<file path="config.mk">
export PLATFORM = sky130hd
export DESIGN_NAME = rv_ctrl_top
export DESIGN_NICKNAME = d
export VERILOG_FILES = /design/src/design/rv_ctrl_pkg.sv /design/src/design/rv_instr_decode.sv /design/src/design/rv_ctrl_table.sv /design/src/design/rv_ctrl_stage.sv /design/src/design/rv_ctrl_top.sv
export VERILOG_INCLUDE_DIRS = /design/src /design/src/design
export SDC_FILE = /design/constraint.sdc
export NUM_CORES = 1
export LEC_CHECK = 0
export ABC_AREA = 1
export BUFFER_PORTS_ARGS = -buffer_cell sky130_fd_sc_hd__buf_2
export CORE_ASPECT_RATIO = 0.6
export CORE_MARGIN = 2
export CORE_UTILIZATION = 50
export DETAILED_ROUTE_END_ITERATION = 10
export GPL_TIMING_DRIVEN = 0
export PLACE_DENSITY = 0.82
export RECOVER_POWER = 50
export SETUP_SLACK_MARGIN = 0.4
export SLEW_MARGIN = 20
export SYNTH_ARGS = -nofsm -noshare
export SYNTH_HDL_FRONTEND = slang
export SYNTH_SLANG_ARGS = --single-unit
</file>
<file path="constraint.sdc">
create_clock -name clk -period 1.9 [get_ports clk]
set_input_delay 0.38 -clock clk [delete_from_list [all_inputs] [get_ports clk]]
set_output_delay 0.38 -clock clk [all_outputs]
set_load 0.02 [all_outputs]
</file>
<file path="src/design/rv_ctrl_defines.svh">
`ifndef RV_CTRL_DEFINES_SVH
`define RV_CTRL_DEFINES_SVH

// instruction word width for the base integer set
`define RV_XLEN 32

// the opcode always sits in the low bits of the word
`define RV_OPCODE_MSB 6

// destination register
`define RV_RD_MSB 11
`define RV_RD_LSB 7

// first source register
`define RV_RS1_MSB 19
`define RV_RS1_LSB 15

// second source register, bit 20 also tells EBREAK from ECALL
`define RV_RS2_MSB 24
`define RV_RS2_LSB 20

`define RV_FUNCT3_MSB 14 // minor opcode
`define RV_FUNCT3_LSB 12

`define RV_FUNCT7_MSB 31 // bit 30 selects SUB, SRA and SRAI
`define RV_FUNCT7_LSB 25

`define RV_REG_ADDR_W 5 // 32 architectural registers

`endif

</file>
<file path="src/design/rv_ctrl_pkg.sv">
`include "rv_ctrl_defines.svh"

package rv_ctrl_pkg;

    typedef enum logic [`RV_OPCODE_MSB:0] {
        R_TYPE  = 7'b0110011, // register-register alu
        I_TYPE  = 7'b0010011, // register-immediate alu
        I_LOAD  = 7'b0000011,
        I_JALR  = 7'b1100111,
        I_ENV   = 7'b1110011, // ecall and ebreak
        S_TYPE  = 7'b0100011,
        B_TYPE  = 7'b1100011,
        U_LUI   = 7'b0110111,
        U_AUIPC = 7'b0010111,
        J_TYPE  = 7'b1101111
    } opcode_e;

    typedef enum logic [5:0] {
        OP_ADD, OP_SUB, OP_SLL, OP_SLT, OP_SLTU,
        OP_XOR, OP_SRL, OP_SRA, OP_OR, OP_AND,
        OP_ADDI, OP_SLLI, OP_SLTI, OP_SLTIU, OP_XORI,
        OP_SRLI, OP_SRAI, OP_ORI, OP_ANDI,
        OP_LB, OP_LH, OP_LW, OP_LBU, OP_LHU,
        OP_SB, OP_SH, OP_SW,
        OP_BEQ, OP_BNE, OP_BLT, OP_BGE, OP_BLTU, OP_BGEU,
        OP_JAL, OP_JALR, OP_LUI, OP_AUIPC,
        OP_ECALL, OP_EBREAK,
        OP_NA = 6'h3f // illegal or unsupported encoding
    } mnemonic_e;

    // SLTU and the unsigned branches reuse ALU_SLT with alu_signed low
    typedef enum logic [3:0] {
        ALU_ADD,
        ALU_SUB,
        ALU_SLL,
        ALU_SLT,
        ALU_XOR,
        ALU_SRL,
        ALU_SRA,
        ALU_OR,
        ALU_AND
    } alu_op_e;

    typedef enum logic [2:0] {
        IMM_I,
        IMM_S,
        IMM_B,
        IMM_J,
        IMM_U
    } imm_fmt_e;

    typedef enum logic [2:0] {
        BR_NONE,
        BR_ALWAYS, // jal and jalr
        BR_EQ,
        BR_NE,
        BR_LT,     // taken on the alu less-than flag
        BR_GE
    } branch_e;

    typedef struct packed {
        logic [`RV_REG_ADDR_W-1:0]              rs1;
        logic [`RV_REG_ADDR_W-1:0]              rs2;
        logic [`RV_REG_ADDR_W-1:0]              rd;
        logic [`RV_FUNCT3_MSB-`RV_FUNCT3_LSB:0] funct3;
        logic [`RV_FUNCT7_MSB-`RV_FUNCT7_LSB:0] funct7;
    } instr_fields_t;

    typedef struct packed {
        logic     result_src; // 1 selects load data for write-back
        logic     mem_write;
        logic     reg_write;
        logic     alu_src_a;  // 1 selects the pc as operand a
        logic     alu_src_b;  // 1 selects the immediate as operand b
        alu_op_e  alu_op;
        logic     alu_signed; // signed compare or sign-extended load
        imm_fmt_e imm_fmt;
        branch_e  branch;
    } ctrl_t;

endpackage

</file>
<file path="src/design/rv_instr_decode.sv">
`timescale 1ns/1ps

`include "rv_ctrl_defines.svh"

module rv_instr_decode (
    input  logic [`RV_XLEN-1:0]        instr,
    output rv_ctrl_pkg::instr_fields_t fields,
    output rv_ctrl_pkg::mnemonic_e     mnemonic
);

    rv_ctrl_pkg::opcode_e opcode;
    logic                 alt_bit; // funct7 bit 5 picks the alternate alu function

    // an unknown opcode still casts, the case default turns it into OP_NA
    assign opcode = rv_ctrl_pkg::opcode_e'(instr[`RV_OPCODE_MSB:0]);

    assign fields.rs1    = instr[`RV_RS1_MSB:`RV_RS1_LSB];
    assign fields.rs2    = instr[`RV_RS2_MSB:`RV_RS2_LSB];
    assign fields.rd     = instr[`RV_RD_MSB:`RV_RD_LSB];
    assign fields.funct3 = instr[`RV_FUNCT3_MSB:`RV_FUNCT3_LSB];
    assign fields.funct7 = instr[`RV_FUNCT7_MSB:`RV_FUNCT7_LSB];

    assign alt_bit = fields.funct7[5];

    always_comb begin
        case (opcode)
            rv_ctrl_pkg::R_TYPE: begin
                case (fields.funct3)
                    3'h0: mnemonic = alt_bit ? rv_ctrl_pkg::OP_SUB : rv_ctrl_pkg::OP_ADD;
                    3'h1: mnemonic = rv_ctrl_pkg::OP_SLL;
                    3'h2: mnemonic = rv_ctrl_pkg::OP_SLT;
                    3'h3: mnemonic = rv_ctrl_pkg::OP_SLTU;
                    3'h4: mnemonic = rv_ctrl_pkg::OP_XOR;
                    3'h5: mnemonic = alt_bit ? rv_ctrl_pkg::OP_SRA : rv_ctrl_pkg::OP_SRL;
                    3'h6: mnemonic = rv_ctrl_pkg::OP_OR;
                    default: mnemonic = rv_ctrl_pkg::OP_AND;
                endcase
            end
            rv_ctrl_pkg::I_TYPE: begin
                // bit 30 only matters for the shifts, elsewhere it is immediate data
                case (fields.funct3)
                    3'h0: mnemonic = rv_ctrl_pkg::OP_ADDI;
                    3'h1: mnemonic = rv_ctrl_pkg::OP_SLLI;
                    3'h2: mnemonic = rv_ctrl_pkg::OP_SLTI;
                    3'h3: mnemonic = rv_ctrl_pkg::OP_SLTIU;
                    3'h4: mnemonic = rv_ctrl_pkg::OP_XORI;
                    3'h5: mnemonic = alt_bit ? rv_ctrl_pkg::OP_SRAI : rv_ctrl_pkg::OP_SRLI;
                    3'h6: mnemonic = rv_ctrl_pkg::OP_ORI;
                    default: mnemonic = rv_ctrl_pkg::OP_ANDI;
                endcase
            end
            rv_ctrl_pkg::I_LOAD: begin
                case (fields.funct3)
                    3'h0: mnemonic = rv_ctrl_pkg::OP_LB;
                    3'h1: mnemonic = rv_ctrl_pkg::OP_LH;
                    3'h2: mnemonic = rv_ctrl_pkg::OP_LW;
                    3'h4: mnemonic = rv_ctrl_pkg::OP_LBU;
                    3'h5: mnemonic = rv_ctrl_pkg::OP_LHU;
                    default: mnemonic = rv_ctrl_pkg::OP_NA; // no 64-bit loads here
                endcase
            end
            rv_ctrl_pkg::S_TYPE: begin
                case (fields.funct3)
                    3'h0: mnemonic = rv_ctrl_pkg::OP_SB;
                    3'h1: mnemonic = rv_ctrl_pkg::OP_SH;
                    3'h2: mnemonic = rv_ctrl_pkg::OP_SW;
                    default: mnemonic = rv_ctrl_pkg::OP_NA;
                endcase
            end
            rv_ctrl_pkg::B_TYPE: begin
                case (fields.funct3)
                    3'h0: mnemonic = rv_ctrl_pkg::OP_BEQ;
                    3'h1: mnemonic = rv_ctrl_pkg::OP_BNE;
                    3'h4: mnemonic = rv_ctrl_pkg::OP_BLT;
                    3'h5: mnemonic = rv_ctrl_pkg::OP_BGE;
                    3'h6: mnemonic = rv_ctrl_pkg::OP_BLTU;
                    3'h7: mnemonic = rv_ctrl_pkg::OP_BGEU;
                    default: mnemonic = rv_ctrl_pkg::OP_NA; // 2 and 3 are reserved
                endcase
            end
            rv_ctrl_pkg::I_ENV: begin
                // the low immediate bit lands on bit 20
                mnemonic = instr[`RV_RS2_LSB] ? rv_ctrl_pkg::OP_EBREAK : rv_ctrl_pkg::OP_ECALL;
            end
            rv_ctrl_pkg::I_JALR:  mnemonic = rv_ctrl_pkg::OP_JALR;
            rv_ctrl_pkg::J_TYPE:  mnemonic = rv_ctrl_pkg::OP_JAL;
            rv_ctrl_pkg::U_LUI:   mnemonic = rv_ctrl_pkg::OP_LUI;
            rv_ctrl_pkg::U_AUIPC: mnemonic = rv_ctrl_pkg::OP_AUIPC;
            default:              mnemonic = rv_ctrl_pkg::OP_NA;
        endcase
    end

endmodule

</file>
<file path="src/design/rv_ctrl_table.sv">
`timescale 1ns/1ps

module rv_ctrl_table (
    input  rv_ctrl_pkg::mnemonic_e mnemonic,
    output rv_ctrl_pkg::ctrl_t     ctrl
);

    // no write, no jump, immediate ignored
    localparam rv_ctrl_pkg::ctrl_t CTRL_NOP = '0;

    localparam rv_ctrl_pkg::ctrl_t CTRL_REG = '{
        result_src: 1'b0, mem_write: 1'b0, reg_write: 1'b1, alu_src_a: 1'b0, alu_src_b: 1'b0,
        alu_op: rv_ctrl_pkg::ALU_ADD, alu_signed: 1'b0,
        imm_fmt: rv_ctrl_pkg::IMM_I, branch: rv_ctrl_pkg::BR_NONE
    };

    localparam rv_ctrl_pkg::ctrl_t CTRL_IMM = '{
        result_src: 1'b0, mem_write: 1'b0, reg_write: 1'b1, alu_src_a: 1'b0, alu_src_b: 1'b1,
        alu_op: rv_ctrl_pkg::ALU_ADD, alu_signed: 1'b0,
        imm_fmt: rv_ctrl_pkg::IMM_I, branch: rv_ctrl_pkg::BR_NONE
    };

    // the alu forms the address as rs1 plus the I-immediate
    localparam rv_ctrl_pkg::ctrl_t CTRL_LOAD = '{
        result_src: 1'b1, mem_write: 1'b0, reg_write: 1'b1, alu_src_a: 1'b0, alu_src_b: 1'b1,
        alu_op: rv_ctrl_pkg::ALU_ADD, alu_signed: 1'b0,
        imm_fmt: rv_ctrl_pkg::IMM_I, branch: rv_ctrl_pkg::BR_NONE
    };

    localparam rv_ctrl_pkg::ctrl_t CTRL_STORE = '{
        result_src: 1'b0, mem_write: 1'b1, reg_write: 1'b0, alu_src_a: 1'b0, alu_src_b: 1'b1,
        alu_op: rv_ctrl_pkg::ALU_ADD, alu_signed: 1'b0,
        imm_fmt: rv_ctrl_pkg::IMM_S, branch: rv_ctrl_pkg::BR_NONE
    };

    // branches compare two registers, the target adder lives outside the alu
    localparam rv_ctrl_pkg::ctrl_t CTRL_BRANCH = '{
        result_src: 1'b0, mem_write: 1'b0, reg_write: 1'b0, alu_src_a: 1'b0, alu_src_b: 1'b0,
        alu_op: rv_ctrl_pkg::ALU_SUB, alu_signed: 1'b0,
        imm_fmt: rv_ctrl_pkg::IMM_B, branch: rv_ctrl_pkg::BR_NONE
    };

    localparam rv_ctrl_pkg::ctrl_t CTRL_UPPER = '{
        result_src: 1'b0, mem_write: 1'b0, reg_write: 1'b1, alu_src_a: 1'b0, alu_src_b: 1'b1,
        alu_op: rv_ctrl_pkg::ALU_ADD, alu_signed: 1'b0,
        imm_fmt: rv_ctrl_pkg::IMM_U, branch: rv_ctrl_pkg::BR_NONE
    };

    function automatic rv_ctrl_pkg::ctrl_t alu_row(
        input rv_ctrl_pkg::ctrl_t   base,
        input rv_ctrl_pkg::alu_op_e op,
        input logic                 sgn
    );
        rv_ctrl_pkg::ctrl_t row;
        row            = base;
        row.alu_op     = op;
        row.alu_signed = sgn;
        return row;
    endfunction

    function automatic rv_ctrl_pkg::ctrl_t br_row(
        input rv_ctrl_pkg::branch_e br,
        input rv_ctrl_pkg::alu_op_e op,
        input logic                 sgn
    );
        rv_ctrl_pkg::ctrl_t row;
        row        = alu_row(CTRL_BRANCH, op, sgn);
        row.branch = br;
        return row;
    endfunction

    always_comb begin
        case (mnemonic)
            rv_ctrl_pkg::OP_ADD:  ctrl = alu_row(CTRL_REG, rv_ctrl_pkg::ALU_ADD, 1'b0);
            rv_ctrl_pkg::OP_SUB:  ctrl = alu_row(CTRL_REG, rv_ctrl_pkg::ALU_SUB, 1'b0);
            rv_ctrl_pkg::OP_SLL:  ctrl = alu_row(CTRL_REG, rv_ctrl_pkg::ALU_SLL, 1'b0);
            rv_ctrl_pkg::OP_SLT:  ctrl = alu_row(CTRL_REG, rv_ctrl_pkg::ALU_SLT, 1'b1);
            rv_ctrl_pkg::OP_SLTU: ctrl = alu_row(CTRL_REG, rv_ctrl_pkg::ALU_SLT, 1'b0);
            rv_ctrl_pkg::OP_XOR:  ctrl = alu_row(CTRL_REG, rv_ctrl_pkg::ALU_XOR, 1'b0);
            rv_ctrl_pkg::OP_SRL:  ctrl = alu_row(CTRL_REG, rv_ctrl_pkg::ALU_SRL, 1'b0);
            rv_ctrl_pkg::OP_SRA:  ctrl = alu_row(CTRL_REG, rv_ctrl_pkg::ALU_SRA, 1'b0);
            rv_ctrl_pkg::OP_OR:   ctrl = alu_row(CTRL_REG, rv_ctrl_pkg::ALU_OR, 1'b0);
            rv_ctrl_pkg::OP_AND:  ctrl = alu_row(CTRL_REG, rv_ctrl_pkg::ALU_AND, 1'b0);

            rv_ctrl_pkg::OP_ADDI:  ctrl = alu_row(CTRL_IMM, rv_ctrl_pkg::ALU_ADD, 1'b0);
            rv_ctrl_pkg::OP_SLLI:  ctrl = alu_row(CTRL_IMM, rv_ctrl_pkg::ALU_SLL, 1'b0);
            rv_ctrl_pkg::OP_SLTI:  ctrl = alu_row(CTRL_IMM, rv_ctrl_pkg::ALU_SLT, 1'b1);
            rv_ctrl_pkg::OP_SLTIU: ctrl = alu_row(CTRL_IMM, rv_ctrl_pkg::ALU_SLT, 1'b0);
            rv_ctrl_pkg::OP_XORI:  ctrl = alu_row(CTRL_IMM, rv_ctrl_pkg::ALU_XOR, 1'b0);
            rv_ctrl_pkg::OP_SRLI:  ctrl = alu_row(CTRL_IMM, rv_ctrl_pkg::ALU_SRL, 1'b0);
            rv_ctrl_pkg::OP_SRAI:  ctrl = alu_row(CTRL_IMM, rv_ctrl_pkg::ALU_SRA, 1'b0);
            rv_ctrl_pkg::OP_ORI:   ctrl = alu_row(CTRL_IMM, rv_ctrl_pkg::ALU_OR, 1'b0);
            rv_ctrl_pkg::OP_ANDI:  ctrl = alu_row(CTRL_IMM, rv_ctrl_pkg::ALU_AND, 1'b0);

            // alu_signed on a load asks for sign extension of the data
            rv_ctrl_pkg::OP_LB:  ctrl = alu_row(CTRL_LOAD, rv_ctrl_pkg::ALU_ADD, 1'b1);
            rv_ctrl_pkg::OP_LH:  ctrl = alu_row(CTRL_LOAD, rv_ctrl_pkg::ALU_ADD, 1'b1);
            rv_ctrl_pkg::OP_LW:  ctrl = alu_row(CTRL_LOAD, rv_ctrl_pkg::ALU_ADD, 1'b1);
            rv_ctrl_pkg::OP_LBU: ctrl = CTRL_LOAD;
            rv_ctrl_pkg::OP_LHU: ctrl = CTRL_LOAD;

            rv_ctrl_pkg::OP_SB, rv_ctrl_pkg::OP_SH, rv_ctrl_pkg::OP_SW: ctrl = CTRL_STORE;

            rv_ctrl_pkg::OP_BEQ:
                ctrl = br_row(rv_ctrl_pkg::BR_EQ, rv_ctrl_pkg::ALU_SUB, 1'b0);
            rv_ctrl_pkg::OP_BNE:
                ctrl = br_row(rv_ctrl_pkg::BR_NE, rv_ctrl_pkg::ALU_SUB, 1'b0);
            rv_ctrl_pkg::OP_BLT:
                ctrl = br_row(rv_ctrl_pkg::BR_LT, rv_ctrl_pkg::ALU_SLT, 1'b1);
            rv_ctrl_pkg::OP_BGE:
                ctrl = br_row(rv_ctrl_pkg::BR_GE, rv_ctrl_pkg::ALU_SLT, 1'b1);
            rv_ctrl_pkg::OP_BLTU:
                ctrl = br_row(rv_ctrl_pkg::BR_LT, rv_ctrl_pkg::ALU_SLT, 1'b0);
            rv_ctrl_pkg::OP_BGEU:
                ctrl = br_row(rv_ctrl_pkg::BR_GE, rv_ctrl_pkg::ALU_SLT, 1'b0);

            // the link register write stays off for both jumps
            rv_ctrl_pkg::OP_JAL: begin
                ctrl         = CTRL_NOP;
                ctrl.imm_fmt = rv_ctrl_pkg::IMM_J;
                ctrl.branch  = rv_ctrl_pkg::BR_ALWAYS;
            end
            rv_ctrl_pkg::OP_JALR: begin
                ctrl        = CTRL_NOP;
                ctrl.branch = rv_ctrl_pkg::BR_ALWAYS; // target from rs1 plus the I-immediate
            end

            rv_ctrl_pkg::OP_LUI: ctrl = CTRL_UPPER;
            rv_ctrl_pkg::OP_AUIPC: begin
                ctrl           = CTRL_UPPER;
                ctrl.alu_src_a = 1'b1; // pc plus the upper immediate
            end

            default: ctrl = CTRL_NOP; // ecall, ebreak and illegal words
        endcase
    end

endmodule

</file>
<file path="src/design/rv_ctrl_stage.sv">
`timescale 1ns/1ps

module rv_ctrl_stage (
    input  logic                       clk,
    input  logic                       arst_n,
    input  logic                       instr_valid,
    input  rv_ctrl_pkg::instr_fields_t fields,
    input  rv_ctrl_pkg::mnemonic_e     mnemonic,
    input  rv_ctrl_pkg::ctrl_t         ctrl,
    input  logic                       alu_zero,
    input  logic                       alu_slt,
    output logic                       out_valid,
    output rv_ctrl_pkg::instr_fields_t out_fields,
    output rv_ctrl_pkg::mnemonic_e     out_mnemonic,
    output rv_ctrl_pkg::ctrl_t         out_ctrl,
    output logic                       pc_src
);

    logic taken; // branch condition before the valid qualifier

    // a bubble loads all-zero controls so no write leaks out of an idle slot
    always_ff @(posedge clk or negedge arst_n) begin
        if (!arst_n) begin
            out_valid <= 1'b0;
            out_ctrl  <= '0;
        end else begin
            out_valid <= instr_valid;
            out_ctrl  <= instr_valid ? ctrl : '0;
        end
    end

    always_ff @(posedge clk) begin
        if (instr_valid) begin
            out_fields   <= fields;
            out_mnemonic <= mnemonic;
        end
    end

    // the flags belong to the instruction now held in this stage
    always_comb begin
        case (out_ctrl.branch)
            rv_ctrl_pkg::BR_ALWAYS: taken = 1'b1;
            rv_ctrl_pkg::BR_EQ:     taken = alu_zero;
            rv_ctrl_pkg::BR_NE:     taken = !alu_zero;
            rv_ctrl_pkg::BR_LT:     taken = alu_slt;
            rv_ctrl_pkg::BR_GE:     taken = !alu_slt;
            default:                taken = 1'b0;
        endcase
    end

    assign pc_src = out_valid & taken;

endmodule

</file>
<file path="src/design/rv_ctrl_top.sv">
`timescale 1ns/1ps

`include "rv_ctrl_defines.svh"

module rv_ctrl_top (
    input  logic                       clk,
    input  logic                       arst_n,
    input  logic                       instr_valid,
    input  logic [`RV_XLEN-1:0]        instr,
    input  logic                       alu_zero,
    input  logic                       alu_slt,
    output logic                       out_valid,
    output rv_ctrl_pkg::instr_fields_t out_fields,
    output rv_ctrl_pkg::mnemonic_e     out_mnemonic,
    output rv_ctrl_pkg::ctrl_t         out_ctrl,
    output logic                       pc_src
);

    rv_ctrl_pkg::instr_fields_t dec_fields;
    rv_ctrl_pkg::mnemonic_e     dec_mnemonic;
    rv_ctrl_pkg::ctrl_t         dec_ctrl;

    rv_instr_decode u_decode (
        .instr    (instr),
        .fields   (dec_fields),
        .mnemonic (dec_mnemonic)
    );

    rv_ctrl_table u_table (
        .mnemonic (dec_mnemonic),
        .ctrl     (dec_ctrl)
    );

    rv_ctrl_stage u_stage (
        .clk          (clk),
        .arst_n       (arst_n),
        .instr_valid  (instr_valid),
        .fields       (dec_fields),
        .mnemonic     (dec_mnemonic),
        .ctrl         (dec_ctrl),
        .alu_zero     (alu_zero),
        .alu_slt      (alu_slt),
        .out_valid    (out_valid),
        .out_fields   (out_fields),
        .out_mnemonic (out_mnemonic),
        .out_ctrl     (out_ctrl),
        .pc_src       (pc_src)
    );

endmodule

</file>
==> run_results.csv, run 1 <==
group,metric,value,unit
run_status,outcome,"finished, violations left",
run_status,violations,"setup timing",
power_and_ir_drop,vdd_drop_max,338,µV
min_path,hp-class,"in -> reg",
floorplan,die_h,61.3,µm
sta,fin_crit,2020,ps
sta,slew_headroom,36.3,%
worst_setup_path,path_max_fanout,8,
global_routing,grt_antenna_before_repair,0,
finish,fillers,255,
logic_synthesis,synth_fp_nets,374,
logic_synthesis,ys_seq_elements,48,
floorplan,initial_utilization,52.9,%
worst_setup_path,worstPathRequired,2110,ps
global_routing,met3_usage,7.26,%
clock_network,clock_path_buffers,2,
worst_setup_path,critical_path_arrival,2240,ps
worst_setup_path,crit_path_end_kind,"register",
routing,routed_via_density,5.89,
global_routing,grtUsageMet2,43.8,%
logic_synthesis,ys_seq_area_share,49.5,%
finish,regArea,0.00136,mm²
clock_network,h-tree-depth,2,
global_routing,gr-total-overflow,0,
placement,io_buffers,85,
clock_network,path_clk_slew,90,ps
global_routing,grt_max_degree,37,
finish,fin_cells,535,
finish,drive_above_1_share,60.1,%
sta,slew_violations,0,
sta,setup_violations,12,
finish,multi_input_area,0.00178,mm²
logic_synthesis,mappedNetlistArea,0.00274,mm²
logic_synthesis,synthCells,330,
floorplan,rows,20,
clock_network,cts-buffers-inserted,5,
min_path,whs_endpoint,"u_stage.out_fields[4]",
sta,worst_pin_slew,956,ps
global_routing,grt_usage,27.8,%
sta,fmax,0.494,GHz
finish,antennaDiodeCount,0,
clock_network,cts_tree,"yes",
power_and_ir_drop,power.leakage,2.12,nW
routing,antenna_left,0,
min_path,min_path_cells,1,
sta,timing.final.crit_share,107,%
global_routing,grt_pass1_vias,2629,
job,cap_violations,0,
worst_setup_path,cp-start-kind,"input pin",
routing,wl,9920,µm
clock_network,cts.sinks,48,
placement,dp_hpwl,5700,µm
routing,dr.pass1.iters,6,
global_routing,grt_busiest_layer,"met2",
routing,vias,3152,
routing,drt_iter0_drc,396,
sta,rsz0062_at_grt,"yes",
clock_network,cts_root_buffer,"clkbuf_8",
worst_setup_path,worstSetupPathType,"in -> reg",
power_and_ir_drop,p_total,2.54,mW
global_routing,met1_usage,39.2,%
placement,dp_worst_setup_slack,-459,ps
floorplan,io_pins,86,
placement,place.gp.congestion,0.976,
global_routing,grt_first_pass_wirelength,12900,µm
finish,area_growth,63.3,%
routing,route.detailed.drc,0,
sta,setup_ws,-124,ps
routing,wire_per_inst,18.5,µm
logic_synthesis,synth.distinct_cells,31,
finish,fin_util,86.3,%
placement,dpl.cell_count,481,
floorplan,dieArea,0.00611,mm²
finish,finalNetCount,512,
sta,hold_viol_final,0,
sta,setup_tns,-794,ps
min_path,min-delay-start,"instr[29]",
floorplan,die_x,99.6,µm
logic_synthesis,syn_area_per_cell,8.30,µm²
power_and_ir_drop,p_per_area,569,mW/mm²
floorplan,coreArea,0.00518,mm²
logic_synthesis,ys_warn_count,0,
metal layers:
| metal | vias up | routed length, µm |
|---|---|---|
| met5 | - | 0 |
| met2 | 264 | 4500 |
| li1 | 1368 | - |
| met4 | 0 | 323 |
| met1 | 1472 | 3860 |
| met3 | 48 | 1240 |
critical path, stage by stage:
cell	delay (ps)
buf_8	100
buf_12	140
buf_6	110
nor2_4	130
nand2_2	110
nand3_2	100
nor2_2	40
nor2_2	130
nor2_2	80
nand3_4	140
inv_6	70
ha_4	190
inv_2	80
nor2_4	50
a21oi_4	190
nand2b_4	160
inv_2	30
registers in the layout (all words and copies together), names as in the netlist:
signal / count
u_stage.out_mnemonic: 6
u_stage.out_fields: 25
u_stage.out_ctrl: 16
u_stage.out_valid: 1
Yosys cell counts, drive strengths merged:
cell type	count	area share [%]
o22ai	2	0.46
nor2	61	10
nand2	82	12
nand2b	1	0.23
o211ai	2	0.55
ha	7	3.2
nor3	1	0.37
nor3b	2	0.55
a21oi	14	2.7
a211oi	1	0.46
nand3	45	9.4
a22oi	1	0.27
dfrtp	17	16
nand4	3	0.69
nor4	1	0.23
edfxtp	31	34
o21ai	12	2.3
inv	42	5.8
buf	5	1.2
cell families (layout without fill, tap and decap cells):
logic type / Yosys count / in the layout / share of synthesized area [%]
buffers and inverters: 47 / 186 / 6.99
and+or+nand+nor: 196 / 196 / 33.5
adders and majority gates: 7 / 7 / 3.20
DFF: 48 / 48 / 49.5
AOI/OAI and AO/OA: 32 / 32 / 6.76
what timing repair did:
item	4_1_cts	5_1_grt
resized for setup	69	89
gates cloned	1	0
setup buffers	25	19
hold endpoints to repair	17	0
pin swaps	37	51
hold buffers	1	0
endpoints found under the setup margin	19	22
through the flow:
step	hold slack, ps	area (µm²)
2_1_floorplan	84.4	2900
3_3_place_gp	316	3410
3_5_place_dp	323	3410
4_1_cts	241	3970
5_1_grt	235	4470
6_report	245	4470
how the worst max path moves through the flow:
stage / startpoint / endpoint / cells after the start
final: instr[14] / u_stage.out_ctrl[2] / 17
after global routing: instr[4] / u_stage.out_ctrl[7] / 14
after CTS: instr[13] / u_stage.out_ctrl[8] / 17
after detailed placement: instr[2] / u_stage.out_ctrl[8] / 17
after global placement: instr[2] / u_stage.out_ctrl[8] / 15
after floorplan: instr[13] / u_stage.out_ctrl[8] / 17
layout by cell type (no fill, tap or decap), types with 3 or more instances in the layout:
cell type | Yosys | layout
a21oi_1 | 13 | 3
a21oi_2 | 1 | 9
buf_12 | 0 | 3
buf_2 | 3 | 76
buf_4 | 1 | 39
buf_6 | 1 | 10
buf_8 | 0 | 4
clkbuf_8 | 0 | 5
dfrtp_1 | 17 | 17
edfxtp_1 | 31 | 31
ha_4 | 0 | 6
inv_1 | 37 | 22
inv_2 | 5 | 9
inv_4 | 0 | 7
inv_6 | 0 | 3
nand2_1 | 75 | 52
nand2_2 | 6 | 19
nand2_4 | 1 | 10
nand3_1 | 40 | 18
nand3_2 | 4 | 21
nand3_4 | 1 | 6
nand4_1 | 3 | 3
nor2_1 | 51 | 25
nor2_2 | 6 | 15
nor2_4 | 4 | 21
o21ai_0 | 10 | 4
o21ai_1 | 1 | 4
o21ai_2 | 1 | 3
final cells by class:
| type | instances | share of cell area, % |
|---|---|---|
| timing repair buffer | 131 | 19.0 |
| clock buffer | 5 | 1.54 |
| buffer | 5 | 1.73 |
| sequential | 48 | 30.3 |
| inverter | 42 | 4.59 |
| multi-input combinational | 235 | 39.9 |
| clock inverter | 3 | 1.04 |
| tap | 66 | 1.85 |
where the power goes:
part	internal [mW]	leakage, nW	total, mW	switching, mW
combinational	0.223	1.53	0.598	0.375
clock	0.396	0.0548	0.752	0.355
sequential	1.18	0.540	1.19	0.0164
total	1.80	2.12	2.54	0.747
(Power assumes the default switching activity.)
==> run 2, diff against run 1 <==
Settings changed: CELL_PAD_IN_SITES_DETAIL_PLACEMENT set to 1, CELL_PAD_IN_SITES_GLOBAL_PLACEMENT set to 2, CORE_UTILIZATION 50 to 31, PLACE_DENSITY 0.82 to 0.89.
==> run_results.csv, run 2 (synthesis results as in run 1) <==
group,metric,value,unit
finish,most-common-layout-cells,"77 x buf_2, 44 x nand2_1, 41 x buf_4",
sta,fin_crit,2040,ps
routing,routed_via_density,5.05,
sta,slew_headroom,35.4,%
routing,vias,2943,
worst_setup_path,critical-path-max-stage-delay,330,ps
floorplan,coreArea,0.00856,mm²
finish,fin_util,55.4,%
finish,design_area,0.00474,mm²
floorplan,io_pins,86,
finish,final_common_cell,"buf_2",
routing,wl,10900,µm
min_path,hp-class,"in -> async",
placement,dp_hpwl,6950,µm
floorplan,initial_utilization,32.0,%
worst_setup_path,path_max_fanout,5,
placement,io_buffers,85,
finish,largest-register,"u_stage.out_fields",
clock_network,cts-buffers-inserted,5,
routing,wire_per_inst,18.6,µm
worst_setup_path,slowest_stage,"ha_4",
routing,drt_iter0_drc,124,
worst_setup_path,worstPathRequired,2120,ps
routing,route.detailed.drc,0,
finish,fillers,987,
power_and_ir_drop,vdd_drop_max,359,µV
placement,place.gp.congestion,0.895,
routing,dr.pass1.iters,4,
worst_setup_path,critPathCapture,"u_stage.out_ctrl[8]",
worst_setup_path,cp_cell_sequence,"buf_8 > buf_12 > clkinv_8 > nand4_1 > buf_4 > nand3_4 > a21oi_4 > nand3_4 > ha_4 > inv_4 > nand2_4 > nand2_2 > nand2_2 > nand3_2 > a21oi_2",
floorplan,die_h,76.8,µm
worst_setup_path,cp-start-kind,"input pin",
worst_setup_path,crit_family,"simple AND/OR/NAND/NOR gates",
sta,slew_violations,0,
worst_setup_path,worstSetupPathType,"in -> reg",
worst_setup_path,crit_path_end_kind,"register",
power_and_ir_drop,seqPwrFrac,42.2,%
finish,top_regs,"u_stage.out_fields x25, u_stage.out_ctrl x16, u_stage.out_mnemonic x6",
placement,placed_cell_area,0.00347,mm²
finish,area_growth,73.0,%
clock_network,cts_hold_buf,0,
global_routing,grt_pass1_vias,3001,
placement,dp_worst_setup_slack,-600,ps
clock_network,h-tree-depth,2,
global_routing,grt_first_pass_wirelength,16100,µm
global_routing,grt_antenna_before_repair,0,
clock_network,path_clk_slew,70,ps
worst_setup_path,critical_path_arrival,2260,ps
clock_network,clock_path_buffers,2,
worst_setup_path,crit_buf_inv,5,
global_routing,grt_max_degree,37,
worst_setup_path,cp.depth,15,
clock_network,cts_tree,"yes",
global_routing,grt_usage,20.9,%
sta,worst_pin_slew,969,ps
sta,setup_violations,9,
finish,drive_above_1_share,63.7,%
clock_network,cts.sinks,48,
routing,antenna_left,0,
floorplan,rows,26,
sta,whs,221,ps
clock_network,cts_root_buffer,"clkbuf_16",
power_and_ir_drop,power.share.switching,28.0,%
finish,antennaDiodeCount,0,
power_and_ir_drop,intPower,2.04,mW
floorplan,die_x,125,µm
sta,rsz0062_at_grt,"yes",
sta,timing.final.crit_share,107,%
job,cap_violations,0,
power_and_ir_drop,power.leakage,2.21,nW
sta,setup_ws,-137,ps
sta,hold_viol_final,0,
sta,fmax,0.491,GHz
run_status,violations,"setup timing",
floorplan,dieArea,0.00963,mm²
power_and_ir_drop,power_frac_clock,36.0,%
global_routing,gr-total-overflow,0,
power_and_ir_drop,pwr-share-comb,21.9,%
finish,largest_reg_flops,25,
worst_setup_path,critPathLaunch,"instr[13]",
power_and_ir_drop,power_switching,0.792,mW
finish,finalNetCount,514,
power_and_ir_drop,p_per_area,597,mW/mm²
run_status,outcome,"finished, violations left",
run 2: area by class of cell:
type | count | area (µm²) | area share, %
timing repair buffer | 132 | 907 | 19.1
multi-input combinational | 236 | 1880 | 39.7
buffer | 5 | 81.3 | 1.72
clock buffer | 5 | 125 | 2.64
clock inverter | 3 | 46.3 | 0.977
sequential | 48 | 1360 | 28.6
tap | 112 | 140 | 2.96
inverter | 42 | 200 | 4.22
run 2: power by group through the flow:
stage / clock, mW / sequential [mW] / combinational, mW
floorplan: 0 / 1.29 / 0.168
global placement: 0 / 1.21 / 0.409
detailed placement: 0 / 1.22 / 0.418
CTS: 1.04 / 1.19 / 0.535
global route: 1.09 / 1.20 / 0.658
finish: 1.02 / 1.19 / 0.619
run 2: per-layer routing:
layer	vias up	global-route usage [%]	routed length [µm]
met1	1458	30.5	4880
li1	1373	-	-
met5	-	0	0
met2	102	32.1	5140
met4	0	2.33	97
met3	10	5.51	739
run 2: worst min-delay path by stage:
stage	end	slack, ps	depth (start not counted)
floorplan	u_stage.out_ctrl[0]	80	0
global placement	u_stage.out_ctrl[8]	320	1
detailed placement	u_stage.out_ctrl[7]	330	1
CTS	u_stage.out_ctrl[9]	20	1
global route	u_stage.out_fields[10]	250	1
finish	u_stage.out_ctrl[9]	220	1
run 2: what timing repair did:
| item | CTS | global route |
|---|---|---|
| cloned | 2 | 1 |
| resized for setup | 91 | 82 |
| endpoints found under the setup margin | 22 | 23 |
| buffers inserted | 34 | 11 |
| pin swaps | 55 | 47 |
run 2: per-stage QoR:
step / instances / total power [mW] / setup TNS (ps)
finish: 583 / 2.83 / -615
global route: 583 / 2.95 / -1630
CTS: 571 / 2.77 / -240
detailed placement: 527 / 1.63 / -7320
global placement: 527 / 1.62 / -7230
floorplan: 330 / 1.46 / -9.05
==> run 3, diff against run 2 <==
Settings changed: PLACE_DENSITY 0.89 to not set, PLACE_DENSITY_LB_ADDON set to 0.1.
==> run_results.csv, run 3 (synthesis results as in run 1) <==
group,metric,value,unit
sta,slew_violations,0,
worst_setup_path,cp_cell_sequence,"buf_12 > buf_12 > clkinv_8 > nand4_1 > buf_4 > nand3_4 > a21oi_4 > nand3_4 > inv_6 > ha_4 > o21ai_4 > nor2_4 > nand2_2 > a21oi_2",
floorplan,rows,26,
finish,regArea,0.00136,mm²
finish,antennaDiodeCount,0,
global_routing,gr-total-overflow,0,
finish,finalNetCount,516,
worst_setup_path,worstPathRequired,2120,ps
worst_setup_path,critPathCapture,"u_stage.out_ctrl[13]",
sta,setup_violations,12,
worst_setup_path,path_max_fanout,6,
clock_network,clock_path_buffers,2,
clock_network,path_clk_slew,70,ps
placement,dp_hpwl,6820,µm
finish,largest-register,"u_stage.out_fields",
worst_setup_path,cp-start-kind,"input pin",
global_routing,grt_max_degree,37,
floorplan,coreArea,0.00856,mm²
worst_setup_path,crit_path_end_kind,"register",
worst_setup_path,cp.depth,14,
routing,wl,10100,µm
routing,vias,2879,
floorplan,initial_utilization,32.0,%
sta,timing.final.crit_share,104,%
floorplan,dieArea,0.00963,mm²
finish,drive_above_1_share,64.7,%
worst_setup_path,critPathLaunch,"instr[13]",
routing,route.detailed.drc,0,
finish,most-common-layout-cells,"76 x buf_2, 43 x nand2_1, 38 x buf_4",
worst_setup_path,worstSetupPathType,"in -> reg",
global_routing,grt_pass1_vias,2818,
clock_network,cts_tree,"yes",
sta,worst_pin_slew,907,ps
sta,setup_tns,-556,ps
finish,fin_cells,585,
worst_setup_path,slowest_stage,"a21oi_4",
worst_setup_path,critical-path-max-stage-delay,230,ps
run_status,outcome,"finished, violations left",
placement,place.gp.congestion,0.911,
sta,rsz0062_at_grt,"yes",
placement,placed_cell_area,0.00347,mm²
finish,final_common_cell,"buf_2",
finish,multi_input_area,0.00191,mm²
routing,drt_iter0_drc,131,
routing,wire_per_inst,17.2,µm
clock_network,cts_root_buffer,"clkbuf_16",
sta,hold_viol_final,0,
power_and_ir_drop,vdd_drop_max,387,µV
clock_network,cts-buffers-inserted,5,
finish,area_growth,75.9,%
sta,setup_ws,-83.9,ps
routing,dr.pass1.iters,4,
sta,whs,189,ps
power_and_ir_drop,power.leakage,2.21,nW
finish,largest_reg_flops,25,
worst_setup_path,crit_family,"simple AND/OR/NAND/NOR gates",
run_status,violations,"setup timing",
routing,routed_via_density,4.92,
clock_network,h-tree-depth,2,
sta,fin_crit,1980,ps
sta,fmax,0.504,GHz
global_routing,grt_antenna_before_repair,0,
job,cap_violations,0,
finish,top_regs,"u_stage.out_fields x25, u_stage.out_ctrl x16, u_stage.out_mnemonic x6",
worst_setup_path,critical_path_arrival,2200,ps
min_path,hp-class,"in -> async",
clock_network,cts.sinks,48,
placement,io_buffers,85,
sta,slew_headroom,39.6,%
routing,antenna_left,0,
power_and_ir_drop,p_per_area,614,mW/mm²
global_routing,grt_usage,20.0,%
floorplan,die_x,125,µm
worst_setup_path,crit_buf_inv,5,
power_and_ir_drop,p_total,2.96,mW
floorplan,io_pins,86,
floorplan,die_h,76.8,µm
placement,dpl.cell_count,527,
finish,fillers,970,
finish,design_area,0.00482,mm²
global_routing,grt_first_pass_wirelength,15100,µm
## run 3: cell types whose count changed in the layout (fill, tap and decap cells not counted), sizes merged
cell      delta
clkbuf       +2
bufbuf       -2
bufinv       +1
buf          +2
clkinvlp     -1
## run 3: per-stage QoR
step	worst slack [ps]	utilization [%]
2_1_floorplan	-7.31	-
3_5_place_dp	-680	40.5
5_1_grt	-194	56.3
4_1_cts	-99.0	49.0
3_3_place_gp	-685	40.5
6_report	-83.9	56.3
## run 3: final cells by class
cell class	count	share of cell area, %
plain buffers	5	1.51
flip-flops and latches	48	28.1
inverters	42	4.26
well taps	112	2.91
clock inverters	3	1.43
repair buffers	134	19.5
clock buffers	5	2.60
multi-input cells	236	39.7
## run 3: worst min-delay path by stage
stage / startpoint / cells past startpoint / slack (ps) / to
after global routing: instr[26] / 1 / 250 / u_stage.out_fields[1]
after floorplan: arst_n / 0 / 80 / u_stage.out_ctrl[0]
after CTS: arst_n / 1 / 10 / u_stage.out_ctrl[9]
after global placement: arst_n / 1 / 320 / u_stage.out_ctrl[9]
final: arst_n / 1 / 190 / u_stage.out_ctrl[9]
after detailed placement: arst_n / 1 / 320 / u_stage.out_ctrl[9]
## run 3: metal layers
metal | track usage, % | share of wire, %
met1 | 30.9 | 50
met2 | 28.8 | 43
met3 | 4.54 | 6.7
met4 | 3.33 | 0.90
met5 | 0 | 0
## run 3: repair_timing
item	CTS	global route
pin swaps	27	57
buffers inserted	30	16
hold buffers	0	0
resized for setup	70	122
cloned	3	1
setup endpoints to repair	22	23
## run 3: report_power, final
| group | switching, mW | internal (mW) | total (mW) |
|---|---|---|---|
| clock network | 0.386 | 0.758 | 1.14 |
| registers | 0.0135 | 1.18 | 1.19 |
| logic | 0.382 | 0.240 | 0.622 |
| total | 0.781 | 2.18 | 2.96 |
